--- config.mk ---
export PLATFORM = sky130hd
export DESIGN_NAME = controlUnit
export DESIGN_NICKNAME = d
export VERILOG_FILES = /design/src/verilog/controlPkg.sv /design/src/verilog/operandDecode.sv /design/src/verilog/memWbDecode.sv /design/src/verilog/branchResolve.sv /design/src/verilog/controlUnit.sv
export SDC_FILE = /design/constraint.sdc
export NUM_CORES = 1
export LEC_CHECK = 0
export BUFFER_PORTS_ARGS = -buffer_cell sky130_fd_sc_hd__buf_4
export CAP_MARGIN = 20
export CORE_MARGIN = 8
export CORE_UTILIZATION = 46
export CTS_BUF_LIST = sky130_fd_sc_hd__clkbuf_4 sky130_fd_sc_hd__clkbuf_8
export DETAILED_ROUTE_END_ITERATION = 12
export PLACE_DENSITY = 0.7
export SYNTH_ARGS = -nofsm -noshare
export SYNTH_HDL_FRONTEND = slang
export SYNTH_HIERARCHICAL = 1
export SYNTH_SLANG_ARGS = --single-unit
--- constraint.sdc ---
create_clock -name clk -period 6.6 [get_ports clk]
set_clock_uncertainty 0.15 [all_clocks]
set_input_delay 1.98 -clock clk [delete_from_list [all_inputs] [get_ports clk]]
set_output_delay 1.98 -clock clk [all_outputs]
set_load 0.03 [all_outputs]
--- src/verilog/controlPkg.sv ---
package controlPkg;

	// Opcode field, insBits[4:0] = instruction bits 6:2
	localparam logic [4:0] opcR      = 5'b01100;
	localparam logic [4:0] opcI      = 5'b00100;
	localparam logic [4:0] opcLoad   = 5'b00000;
	localparam logic [4:0] opcStore  = 5'b01000;
	localparam logic [4:0] opcBranch = 5'b11000;
	localparam logic [4:0] opcJal    = 5'b11011;
	localparam logic [4:0] opcJalr   = 5'b11001;
	localparam logic [4:0] opcLui    = 5'b01101;
	localparam logic [4:0] opcAuipc  = 5'b00101;

	typedef enum logic [3:0] {
		classR,
		classI,
		classLoad,
		classStore,
		classBranch,
		classJal,
		classJalr,
		classLui,
		classAuipc,
		classIllegal
	} opClassT;

	// Codes as the ALU expects them, 1000 is unused
	typedef enum logic [3:0] {
		aluAdd  = 4'b0000,
		aluSub  = 4'b0001,
		aluAnd  = 4'b0010,
		aluOr   = 4'b0011,
		aluXor  = 4'b0100,
		aluSll  = 4'b0101,
		aluSrl  = 4'b0110,
		aluSra  = 4'b0111,
		aluSlt  = 4'b1001,
		aluSltu = 4'b1010
	} aluOpT;

	typedef enum logic [2:0] {
		immNone   = 3'b000,
		immUpper  = 3'b001, // 20-bit upper immediate
		immItype  = 3'b010,
		immShamt  = 3'b011, // 5-bit shift amount
		immBranch = 3'b100,
		immStore  = 3'b101,
		immJump   = 3'b110
	} immKindT;

	typedef enum logic [2:0] {
		loadWord  = 3'b000,
		loadHalf  = 3'b001,
		loadByte  = 3'b010,
		loadHalfU = 3'b011,
		loadByteU = 3'b100
	} loadKindT;

	typedef enum logic [1:0] {
		storeWord = 2'b00,
		storeHalf = 2'b01,
		storeByte = 2'b10
	} storeKindT;

	typedef enum logic [1:0] {
		wbMem = 2'b00,
		wbAlu = 2'b01,
		wbPc  = 2'b10 // Link address PC + 4
	} wbSelT;

	typedef enum logic {pcNext = 1'b0, pcAlu = 1'b1} pcSelT;
	typedef enum logic {aReg = 1'b0, aPc = 1'b1} aSelT;
	typedef enum logic {bReg = 1'b0, bImm = 1'b1} bSelT;

endpackage

--- src/verilog/operandDecode.sv ---
`timescale 1ns/100ps

module operandDecode (
	input  controlPkg::opClassT opClass,
	input  logic [2:0]          funct3,
	input  logic                funct7b5,
	output controlPkg::aluOpT   aluOp,
	output controlPkg::immKindT immKind,
	output controlPkg::aSelT    aSel,
	output controlPkg::bSelT    bSel,
	output logic                legal
);

	// Shared funct3 map of the R and I groups
	function automatic controlPkg::aluOpT aluFromFunct3(
		input logic [2:0] f3,
		input logic       f7b5,
		input logic       isReg
	);
		controlPkg::aluOpT op;
		case (f3)
			3'b000: op = (isReg && f7b5) ? controlPkg::aluSub : controlPkg::aluAdd;
			3'b001: op = controlPkg::aluSll;
			3'b010: op = controlPkg::aluSlt;
			3'b011: op = controlPkg::aluSltu;
			3'b100: op = controlPkg::aluXor;
			3'b101: op = f7b5 ? controlPkg::aluSra : controlPkg::aluSrl; // Both groups
			3'b110: op = controlPkg::aluOr;
			default: op = controlPkg::aluAnd;
		endcase
		return op;
	endfunction

	always_comb begin
		aluOp = controlPkg::aluAdd; // Address and link sums
		immKind = controlPkg::immNone;
		aSel = controlPkg::aReg;
		bSel = controlPkg::bReg;
		legal = 1'b1;
		case (opClass)
			controlPkg::classR: aluOp = aluFromFunct3(funct3, funct7b5, 1'b1);
			controlPkg::classI: begin
				aluOp = aluFromFunct3(funct3, funct7b5, 1'b0);
				bSel = controlPkg::bImm;
				if (funct3 == 3'b001 || funct3 == 3'b101) begin
					immKind = controlPkg::immShamt;
				end else begin
					immKind = controlPkg::immItype;
				end
			end
			controlPkg::classLoad: begin
				immKind = controlPkg::immItype;
				bSel = controlPkg::bImm;
				legal = funct3 != 3'b011 && funct3 < 3'b110; // LB LH LW LBU LHU
			end
			controlPkg::classStore: begin
				immKind = controlPkg::immStore;
				bSel = controlPkg::bImm;
				legal = funct3 <= 3'b010;
			end
			controlPkg::classBranch: begin
				immKind = controlPkg::immBranch;
				legal = funct3[2:1] != 2'b01;
			end
			controlPkg::classJal: begin
				immKind = controlPkg::immJump;
				aSel = controlPkg::aPc;
				bSel = controlPkg::bImm;
			end
			controlPkg::classJalr: begin
				immKind = controlPkg::immItype;
				bSel = controlPkg::bImm;
			end
			controlPkg::classLui: begin
				immKind = controlPkg::immUpper;
				bSel = controlPkg::bImm;
			end
			controlPkg::classAuipc: begin
				immKind = controlPkg::immUpper;
				aSel = controlPkg::aPc;
				bSel = controlPkg::bImm;
			end
			default: legal = 1'b0;
		endcase
		if (!legal) begin // Back to the inactive word
			aluOp = controlPkg::aluAdd;
			immKind = controlPkg::immNone;
			aSel = controlPkg::aReg;
			bSel = controlPkg::bReg;
		end
	end

endmodule

--- src/verilog/memWbDecode.sv ---
`timescale 1ns/100ps

module memWbDecode (
	input  controlPkg::opClassT   opClass,
	input  logic [2:0]            funct3,
	input  logic                  legal,
	output controlPkg::loadKindT  loadKind,
	output controlPkg::storeKindT storeKind,
	output logic                  memWrite,
	output logic                  regWEn,
	output controlPkg::wbSelT     wbSel
);

	always_comb begin
		loadKind = controlPkg::loadWord;
		storeKind = controlPkg::storeWord;
		memWrite = 1'b0;
		regWEn = 1'b0;
		wbSel = controlPkg::wbMem;
		if (legal) begin
			case (opClass)
				controlPkg::classLoad: begin
					regWEn = 1'b1;
					case (funct3)
						3'b000: loadKind = controlPkg::loadByte;
						3'b001: loadKind = controlPkg::loadHalf;
						3'b100: loadKind = controlPkg::loadByteU;
						3'b101: loadKind = controlPkg::loadHalfU;
						default: loadKind = controlPkg::loadWord;
					endcase
				end
				controlPkg::classStore: begin
					memWrite = 1'b1;
					wbSel = controlPkg::wbAlu;
					case (funct3)
						3'b000: storeKind = controlPkg::storeByte; // Own code, no longer SW's
						3'b001: storeKind = controlPkg::storeHalf;
						default: storeKind = controlPkg::storeWord;
					endcase
				end
				controlPkg::classJal, controlPkg::classJalr: begin
					regWEn = 1'b1;
					wbSel = controlPkg::wbPc;
				end
				controlPkg::classBranch: wbSel = controlPkg::wbAlu; // No register write
				default: begin // R, I, LUI, AUIPC
					regWEn = 1'b1;
					wbSel = controlPkg::wbAlu;
				end
			endcase
		end
	end

endmodule

--- src/verilog/branchResolve.sv ---
`timescale 1ns/100ps

module branchResolve (
	input  controlPkg::opClassT opClass,
	input  logic [2:0]          funct3,
	input  logic                brEq,
	input  logic                brLt,
	output controlPkg::pcSelT   pcSel,
	output logic                brUnsigned
);

	logic taken;

	// Flags come back from the comparator in this same cycle
	always_comb begin
		taken = 1'b0;
		brUnsigned = 1'b0;
		case (opClass)
			controlPkg::classBranch: begin
				brUnsigned = funct3[2:1] == 2'b11; // BLTU BGEU
				case (funct3)
					3'b000: taken = brEq;
					3'b001: taken = !brEq;
					3'b100, 3'b110: taken = brLt;
					3'b101, 3'b111: taken = !brLt;
					default: taken = 1'b0;
				endcase
			end
			controlPkg::classJal, controlPkg::classJalr: taken = 1'b1;
			default: taken = 1'b0;
		endcase
	end

	assign pcSel = taken ? controlPkg::pcAlu : controlPkg::pcNext;

endmodule

--- src/verilog/controlUnit.sv ---
`timescale 1ns/100ps

module controlUnit (
	input  logic                  clk,
	input  logic                  rstN,
	input  logic                  insValid,
	input  logic [8:0]            insBits,
	input  logic                  brEq,
	input  logic                  brLt,
	output logic                  ctlValid,
	output controlPkg::pcSelT     pcSel,
	output logic                  brUnsigned,
	output controlPkg::immKindT   immKind,
	output controlPkg::aSelT      aSel,
	output controlPkg::bSelT      bSel,
	output controlPkg::aluOpT     aluOp,
	output logic                  memWrite,
	output controlPkg::storeKindT storeKind,
	output controlPkg::loadKindT  loadKind,
	output logic                  regWEn,
	output controlPkg::wbSelT     wbSel
);

	logic                  funct7b5;
	logic [2:0]            funct3;
	logic [4:0]            opcode;
	controlPkg::opClassT   opClass;
	logic                  legal;
	controlPkg::pcSelT     decPcSel;
	controlPkg::immKindT   decImmKind;
	controlPkg::aSelT      decASel;
	controlPkg::bSelT      decBSel;
	controlPkg::aluOpT     decAluOp;
	logic                  decMemWrite;
	controlPkg::storeKindT decStoreKind;
	controlPkg::loadKindT  decLoadKind;
	logic                  decRegWEn;
	controlPkg::wbSelT     decWbSel;

	assign funct7b5 = insBits[8];
	assign funct3 = insBits[7:5];
	assign opcode = insBits[4:0];

	always_comb begin
		case (opcode)
			controlPkg::opcR: opClass = controlPkg::classR;
			controlPkg::opcI: opClass = controlPkg::classI;
			controlPkg::opcLoad: opClass = controlPkg::classLoad;
			controlPkg::opcStore: opClass = controlPkg::classStore;
			controlPkg::opcBranch: opClass = controlPkg::classBranch;
			controlPkg::opcJal: opClass = controlPkg::classJal;
			controlPkg::opcJalr: opClass = controlPkg::classJalr;
			controlPkg::opcLui: opClass = controlPkg::classLui;
			controlPkg::opcAuipc: opClass = controlPkg::classAuipc;
			default: opClass = controlPkg::classIllegal;
		endcase
	end

	operandDecode operandDec0 (
		.opClass  (opClass),
		.funct3   (funct3),
		.funct7b5 (funct7b5),
		.aluOp    (decAluOp),
		.immKind  (decImmKind),
		.aSel     (decASel),
		.bSel     (decBSel),
		.legal    (legal)
	);

	memWbDecode memWbDec0 (
		.opClass   (opClass),
		.funct3    (funct3),
		.legal     (legal),
		.loadKind  (decLoadKind),
		.storeKind (decStoreKind),
		.memWrite  (decMemWrite),
		.regWEn    (decRegWEn),
		.wbSel     (decWbSel)
	);

	branchResolve branchRes0 (
		.opClass    (opClass),
		.funct3     (funct3),
		.brEq       (brEq),
		.brLt       (brLt),
		.pcSel      (decPcSel),
		.brUnsigned (brUnsigned) // Straight out to the comparator
	);

	always_ff @(posedge clk) begin
		if (!rstN || !insValid) begin // Inactive word
			ctlValid <= 1'b0;
			pcSel <= controlPkg::pcNext;
			immKind <= controlPkg::immNone;
			aSel <= controlPkg::aReg;
			bSel <= controlPkg::bReg;
			aluOp <= controlPkg::aluAdd;
			memWrite <= 1'b0;
			storeKind <= controlPkg::storeWord;
			loadKind <= controlPkg::loadWord;
			regWEn <= 1'b0;
			wbSel <= controlPkg::wbMem;
		end else begin
			ctlValid <= 1'b1;
			pcSel <= decPcSel;
			immKind <= decImmKind;
			aSel <= decASel;
			bSel <= decBSel;
			aluOp <= decAluOp;
			memWrite <= decMemWrite;
			storeKind <= decStoreKind;
			loadKind <= decLoadKind;
			regWEn <= decRegWEn;
			wbSel <= decWbSel;
		end
	end

	noStoreAndWrite: assert property (@(posedge clk) disable iff (!rstN)
		!(memWrite && regWEn)) else $error("memWrite and regWEn both high");

	idleIsQuiet: assert property (@(posedge clk) disable iff (!rstN)
		!ctlValid |-> !memWrite && !regWEn) else $error("Side effect without ctlValid");

endmodule

==> flow_summary.toml, run 1 <==
[clock_network]
post_cts_buffers = 0
numCtsBuffers = 3
h-tree-depth = 1
cts-resized-gates = 0
cts_hold_buf = 0
path_clk_slew_ns = 0.10
cts_tree = "done"
cts.sinks = 20
cts_root_buffer = "clkbuf_4"
clockBufferDepth = 2

[cells_and_area]
nNetsFinal = 178
diodes = 0
syn2layout_area_growth_pct = 27.6
fill_cells = 205
final_common_cell = "buf_4"
finalCoreUtilization_pct = 62.7
drive_gt1_share_pct = 29.4
layout_common_cells = "buf_4 (36), dfxtp_1 (20), and3_1 (19), a21oi_1 (10)"
final_cell_count_no_fill = 191

[power_and_ir_drop]
ir_worst_vdd_mv = 0.0930
powerDensity_mw_per_mm2 = 176
p_leak_nw = 0.664

[floorplanning]
io-pin-count = 35
dieHeight_um = 65.1
die_x_um = 65.1
initial_core_util_pct = 49.1
rows = 17
core_mm2 = 0.00225
die_area_mm2 = 0.00423

[synth]
async_flop_share_pct = 0
synthTopCellsByArea = "dfxtp_1 (36%), and3_1 (11%), a21oi_1 (4.5%)"
yosys_most_used_dff = "dfxtp_1"
post_synth_num_cell_types = 37
netlist_instances = 130
synth_top_area_cell = "dfxtp_1"
synth_fp_nets = 144
yosysWarnings = 6
synth.avg_cell_area_um2 = 8.52
syn_area_mm2 = 0.00111
ys_seq_area_share_pct = 36.2
yosysTopAreaCellShare_pct = 36.2
synth_edf_count = 0
ys_ff_latch = 20

[worst_setup_path]
cp.required_ns = 4.47
criticalPathCategory = "primary input to primary output"
arrival_ns = 3.36
end_kind = "primary output"
crit_path_start_kind = "primary input"
crit_start = "insBits[3]"
path_max_fanout = 12

[placement]
hpwl_mm = 1.96
gp_congestion = 0.807
io_buffers = 34
place_inst = 187

[route]
vias_per_cell = 5.58
dr_wl_met3_um = 169
post_drt_wl_per_cell_um = 13.6
drc = 0
wl_met2_mm = 1.24
top_layer_used = "met4"
wl_met1_mm = 1.14
first_iter_violations = 20
ant_nets = 0
vias = 1066
firstDrtPassIters = 4
wirelength_mm = 2.60

[grt]
grt_pass1_wl_mm = 4.49
grtUsageTotal_pct = 12.8
antenna_found_initial = 0
grt_overflow = 0
grt_start_max_net_pins = 21
grt_pass1_vias = 1011

[status]
status = "complete, no violations"

[sta]
min_period_over_period_pct = 83.1
rsz0062_at_grt = "false"
worst_pin_slew_ns = 0.742
setup_tns_ns = 0
slew_viol_final = 0
slew-limit-headroom_pct = 50.5
fmax_mhz = 182
setup_viol = 0
post-route-min-period_ns = 5.49
hold_violations = 0

[min_path]
hold_start = "insValid"
hold_class = "primary input to flip-flop"

[flow_run]
drv_cap = 0
-- cell type report --
class | instances | area [um2] | area share [%]
flip-flops and latches | 20 | 400 | 28.3
well taps | 28 | 35.0 | 2.48
repair buffers | 36 | 270 | 19.1
inverters | 4 | 15.0 | 1.06
multi-input cells | 99 | 656 | 46.4
clock buffers | 4 | 36.3 | 2.57
-- synthesized netlist by cell type, types with 2 or more instances --
library cell and instances:
o21ai_1 4, nor2b_1 3, nor2_1 6, o21ai_0 3, nor4b_1 2, nand2b_1 4, nor4_1 4, dfxtp_1 20
nand3_1 2, nand4b_1 3, nand2_1 5, inv_1 4, clkbuf_1 4, xnor2_1 2, xor2_1 5, nor3_1 6
or3_1 2, and3_1 19, buf_2 2, a21oi_1 10, nand3b_1 4
-- logic make-up (layout without fill, tap and decap cells) --
kind of cell | Yosys count | count (layout) | synth area share, %
XOR/XNOR | 7 | 7 | 5.54
buffers and inverters | 11 | 44 | 4.63
AO/OA/AOI/OAI | 24 | 24 | 13.2
AND/OR/NAND/NOR | 68 | 68 | 40.5
flip-flops | 20 | 20 | 36.2
-- state kept, by name (all words and copies together), names as in the netlist --
register / cells
wbSel: 2
storeKind: 2
ctlValid: 1
memWrite: 1
aluOp: 4
regWEn: 1
aSel: 1
loadKind: 3
immKind: 3
pcSel: 1
bSel: 1
-- stage by stage --
step           area [um2]  power, mW  worst slack [ns]  hold slack [ns]
2_1_floorplan        1110      0.163              1.07             2.06
3_3_place_gp         1380      0.181              1.16             2.18
3_5_place_dp         1380      0.183              1.09             2.18
4_1_cts              1410      0.251              1.10             1.87
5_1_grt              1410      0.261             0.945             1.89
6_report             1410      0.248              1.11             1.88
-- metal layers --
| metal | global-route usage [%] | up-vias |
|---|---|---|
| li1 | - | 535 |
| met1 | 15.0 | 498 |
| met2 | 21.5 | 29 |
| met3 | 2.06 | 4 |
| met4 | 7.63 | 0 |
| met5 | 0 | - |
-- power by group --
| part | switching, mW | leakage [nW] | internal (mW) |
|---|---|---|---|
| Combinational | 0.0329 | 0.481 | 0.0236 |
| Sequential | 0.000607 | 0.162 | 0.123 |
| Clock | 0.0346 | 0.0210 | 0.0336 |
| Total | 0.0680 | 0.664 | 0.180 |
-- worst max-delay path, cell delays in order --
cell and delay, ns:
buf_4 0.14, nand4b_1 0.13, o21ai_1 0.08, a21oi_1 0.58, nand4b_1 0.20, nor3_1 0.05, buf_4 0.19
-- worst paths after layout --
check	slack, ns	end	depth (start not counted)
setup / recovery	1.11	brUnsigned	7
hold / removal	1.88	ctlValid$_DFF_P_	2
(Power assumes the default switching activity.)
==> run 2: changes to the inputs <==
--- a/config.mk
+++ b/config.mk
@@ -11,7 +11,7 @@
 export CORE_UTILIZATION = 46
 export CTS_BUF_LIST = sky130_fd_sc_hd__clkbuf_4 sky130_fd_sc_hd__clkbuf_8
 export DETAILED_ROUTE_END_ITERATION = 12
-export PLACE_DENSITY = 0.7
+export PLACE_DENSITY = 0.73
 export SYNTH_ARGS = -nofsm -noshare
 export SYNTH_HDL_FRONTEND = slang
 export SYNTH_HIERARCHICAL = 1
==> constraint.sdc (replaced) <==
create_clock -name clk -period 4.9 [get_ports clk]
set_clock_uncertainty 0.15 [all_clocks]
set_input_delay 1.47 -clock clk [delete_from_list [all_inputs] [get_ports clk]]
set_output_delay 1.47 -clock clk [all_outputs]
set_load 0.03 [all_outputs]
==> run 2 against run 1 <==
Effect of this change: core utilization up 0.055 points; final cell count increased by 0.52%; largest power group unchanged; global-route usage is 0.15 points lower; critical endpoint unchanged; final area barely moved; worst hold slack worse by 0.50 ns; critical path depth is the same.
==> flow_summary.toml, run 2 (same netlist as run 1, synthesis figures left out) <==
[power_and_ir_drop]
ir_worst_vdd_mv = 0.137
powerDensity_mw_per_mm2 = 223
p_leak_nw = 0.665

[route]
ant_nets = 0
drc = 0
vias = 1078
wirelength_mm = 2.70
vias_per_cell = 5.61
firstDrtPassIters = 4
post_drt_wl_per_cell_um = 14.0
first_iter_violations = 23

[worst_setup_path]
cp.required_ns = 3.28
critical_path.cell_chain = "buf_4 > nor2b_1 > a21oi_1 > o21ai_1 > nand4b_1 > nor3_1 > buf_4"
crit_path_start_kind = "primary input"
critical_path.max_stage_delay_ns = 0.22
criticalPathCategory = "primary input to primary output"
worst_path_most_repeated_cell = "buf_4"
path_max_fanout = 7
arrival_ns = 2.53
path_buf_inv = 2
path_delay_family = "simple AND/OR/NAND/NOR gates"
cpMaxStageDelayCell = "nor2b_1"
end_kind = "primary output"

[grt]
grtUsageTotal_pct = 12.7
grt_busiest_layer = "met2"
grt_overflow = 0
antenna_found_initial = 0
grt_pass1_vias = 1040
met1_usage_pct = 14.1
grt_pass1_wl_mm = 4.46
grt_start_max_net_pins = 21
met3_usage_pct = 1.03
grt_use_met2_pct = 23.1

[clock_network]
clockBufferDepth = 2
h-tree-depth = 1
cts-resized-gates = 0
path_clk_slew_ns = 0.09
cts.sinks = 20
cts_root_buffer = "clkbuf_4"
post_cts_buffers = 0
numCtsBuffers = 3
cts_tree = "done"
cts_hold_buf = 0

[floorplanning]
dieHeight_um = 65.1
initial_core_util_pct = 49.1
core_mm2 = 0.00225
rows = 17
die_area_mm2 = 0.00423
die_x_um = 65.1
io-pin-count = 35

[min_path]
hold_class = "primary input to flip-flop"
min_path_cells = 2
hold_start = "insValid"
hold_end = "ctlValid$_DFF_P_"

[cells_and_area]
fill_cells = 208
largest_reg_flops = 4
syn2layout_area_growth_pct = 27.7
final_common_cell = "buf_4"
regMostFlops = "aluOp"
nNetsFinal = 180
layout_common_cells = "buf_4 (38), dfxtp_1 (20), and3_1 (19), a21oi_1 (10)"
drive_gt1_share_pct = 29.9
diodes = 0
largest_registers = "aluOp: 4 flops, immKind: 3 flops, loadKind: 3 flops"

[sta]
slew-limit-headroom_pct = 75.0
setup_viol = 0
slew_viol_final = 0
post-route-min-period_ns = 4.15
min_period_over_period_pct = 84.8
fmax_mhz = 241
setup_tns_ns = 0
rsz0062_at_grt = "false"
hold_violations = 0
holdWs_ns = 1.37
worst_pin_slew_ns = 0.374

[placement]
io_buffers = 34
hpwl_mm = 2.01
gp_congestion = 0.773

[status]
status = "complete, no violations"

[flow_run]
drv_cap = 0
run 2: cell types whose count changed in the layout (fill, tap and decap cells not counted):
cell | before | now
clkbuf_8 | 1 | 0
buf_4 | 36 | 38
run 2: power breakdown:
part           internal [mW]  switching (mW)
Clock                 0.0285          0.0423
Combinational         0.0332          0.0449
Sequential             0.166        0.000751
run 2: routing by layer:
| metal | share of wire [%] | vias to the layer above |
|---|---|---|
| li1 | - | 541 |
| met1 | 42 | 498 |
| met2 | 51 | 37 |
| met3 | 6.2 | 2 |
| met4 | 1.0 | 0 |
| met5 | 0 | - |
run 2: area by class of cell:
class	instances	area (um2)	area share (%)
Tap cell	28	35.0	2.48
Clock buffer	3	22.5	1.59
Sequential cell	20	400	28.3
Multi-Input combinational cell	99	656	46.4
Inverter	4	15.0	1.06
Timing Repair Buffer	38	285	20.2
run 2: stage by stage:
stage | util (%) | power (mW) | instances | setup slack, ns | instance area, um2
2_1_floorplan | - | 0.219 | 130 | 0.389 | 1110
3_3_place_gp | 61.7 | 0.245 | 189 | 0.804 | 1390
3_5_place_dp | 61.7 | 0.247 | 189 | 0.788 | 1390
4_1_cts | 62.7 | 0.318 | 192 | 0.769 | 1410
5_1_grt | 62.7 | 0.334 | 192 | 0.640 | 1410
6_report | 62.7 | 0.315 | 192 | 0.746 | 1410
run 2: worst max-delay path by stage:
stage | from | end | slack, ns | cells past startpoint
after floorplan | insBits[2] | brUnsigned | 0.39 | 5
after global placement | insBits[0] | brUnsigned | 0.80 | 6
after detailed placement | insBits[0] | brUnsigned | 0.79 | 5
after CTS | insBits[2] | brUnsigned | 0.77 | 7
after global routing | insBits[2] | brUnsigned | 0.64 | 7
final | insBits[2] | brUnsigned | 0.75 | 7
==> run 3: changes to the inputs <==
--- a/config.mk
+++ b/config.mk
@@ -11,7 +11,7 @@
 export CORE_UTILIZATION = 46
 export CTS_BUF_LIST = sky130_fd_sc_hd__clkbuf_4 sky130_fd_sc_hd__clkbuf_8
 export DETAILED_ROUTE_END_ITERATION = 12
-export PLACE_DENSITY = 0.73
+export PLACE_DENSITY = 0.7
 export SYNTH_ARGS = -nofsm -noshare
 export SYNTH_HDL_FRONTEND = slang
 export SYNTH_HIERARCHICAL = 1
==> constraint.sdc (replaced) <==
create_clock -name clk -period 4.1 [get_ports clk]
set_clock_uncertainty 0.15 [all_clocks]
set_input_delay 1.23 -clock clk [delete_from_list [all_inputs] [get_ports clk]]
set_output_delay 1.23 -clock clk [all_outputs]
set_load 0.03 [all_outputs]
==> run 3 against run 2 <==
Effect of this change: largest power group unchanged; sequential power rose by 20%; total power rose by 28%; final area rose by 0.97%.
==> flow_summary.toml, run 3 (same netlist as run 1, synthesis figures left out) <==
[cells_and_area]
layout_common_cells = "buf_4 (38), dfxtp_1 (20), and3_1 (19), a21oi_1 (10)"
nNetsFinal = 180
fill_cells = 204
multi_input_area_um2 = 656
seq_area_um2 = 400
largest_reg_flops = 4
drive_gt1_share_pct = 30.3
largest_registers = "aluOp: 4 flops, immKind: 3 flops, loadKind: 3 flops"
syn2layout_area_growth_pct = 28.9
regMostFlops = "aluOp"
finalCoreUtilization_pct = 63.3
diodes = 0
final_common_cell = "buf_4"

[sta]
slew_viol_final = 0
slew-limit-headroom_pct = 74.8
setup_tns_ns = 0
post-route-min-period_ns = 3.77
fmax_mhz = 266
worst_pin_slew_ns = 0.377
setup_viol = 0
hold_violations = 0
rsz0062_at_grt = "false"
min_period_over_period_pct = 91.8

[floorplanning]
rows = 17
die_area_mm2 = 0.00423
initial_core_util_pct = 49.1
io-pin-count = 35
dieHeight_um = 65.1
core_mm2 = 0.00225
die_x_um = 65.1

[clock_network]
cts_hold_buf = 0
cts.sinks = 20
cts_root_buffer = "clkbuf_4"
post_cts_buffers = 0
path_clk_slew_ns = 0.11
cts-resized-gates = 0
numCtsBuffers = 3
clockBufferDepth = 2
cts_tree = "done"
h-tree-depth = 1

[power_and_ir_drop]
p_leak_nw = 0.673
p_clk_share_pct = 27.5
p_int_mw = 0.292
p_seq_share_pct = 49.3
p_sw_share_pct = 27.7
powerDensity_mw_per_mm2 = 283
ir_worst_vdd_mv = 0.134
switchingPower_mw = 0.112
p_comb_share_pct = 23.2

[worst_setup_path]
cp.required_ns = 2.72
arrival_ns = 2.39
end_kind = "primary output"
crit_start = "insBits[0]"
path_max_fanout = 8
crit_path_end = "brUnsigned"
crit_path_start_kind = "primary input"
criticalPathCategory = "primary input to primary output"

[route]
vias_per_cell = 5.50
drc = 0
post_drt_wl_per_cell_um = 13.9
wirelength_mm = 2.69
firstDrtPassIters = 4
ant_nets = 0
first_iter_violations = 30
vias = 1062

[placement]
hpwl_mm = 1.96
gp_congestion = 0.837
io_buffers = 34

[grt]
grtUsageTotal_pct = 13.0
antenna_found_initial = 0
grt_pass1_vias = 1006
grt_start_max_net_pins = 21
grt_overflow = 0
grt_pass1_wl_mm = 4.60

[flow_run]
drv_cap = 0

[status]
status = "complete, no violations"

[min_path]
hold_class = "primary input to flip-flop"
-- run 3: power groups by stage --
| stage | clock network (mW) | registers (mW) | logic [mW] |
|---|---|---|---|
| floorplan | 0 | 0.211 | 0.0502 |
| global placement | 0 | 0.203 | 0.0906 |
| detailed placement | 0 | 0.203 | 0.0929 |
| CTS | 0.114 | 0.199 | 0.0931 |
| global route | 0.126 | 0.199 | 0.103 |
| finish | 0.111 | 0.199 | 0.0936 |
-- run 3: layout make-up --
| type | instances | area share, % |
|---|---|---|
| Clock buffer | 4 | 2.54 |
| Multi-Input combinational cell | 99 | 45.9 |
| Tap cell | 28 | 2.45 |
| Sequential cell | 20 | 28.0 |
| Timing Repair Buffer | 38 | 20.0 |
| Inverter | 4 | 1.05 |
-- run 3: critical path: stages --
cell and delay [ns]:
buf_4 0.14, nor4_1 0.29, a21oi_1 0.07, a21o_1 0.25, nor3_1 0.22, buf_4 0.19
-- run 3: per-stage QoR --
stage               area [um2]  std cells  hold WS [ns]  power (mW)  worst slack (ns)
finish                    1430        193          1.12       0.404             0.335
global route              1430        193          1.12       0.428             0.189
CTS                       1430        193          1.12       0.406             0.332
detailed placement        1390        189          1.43       0.296             0.311
global placement          1390        189          1.42       0.294             0.363
floorplan                 1110        130          1.31       0.262            0.0690
-- run 3: how the worst min path moves through the flow --
stage	to	slack, ns	cells after the start	from
2_1_floorplan	loadKind[2]$_SDFF_PN0_	1.31	2	insBits[5]
3_3_place_gp	ctlValid$_DFF_P_	1.42	2	insValid
3_5_place_dp	ctlValid$_DFF_P_	1.43	2	insValid
4_1_cts	ctlValid$_DFF_P_	1.12	2	insValid
5_1_grt	aluOp[0]$_SDFF_PN0_	1.12	2	insValid
6_report	ctlValid$_DFF_P_	1.12	2	insValid
-- run 3: metal layers --
layer  vias up  wire length (um)  global-route usage [%]
li1        544                 -                       -
met1       484              1280                    16.1
met2        32              1270                    21.2
met3         2               119                    2.23
met4         0                27                    6.54
met5         -                 0                       0
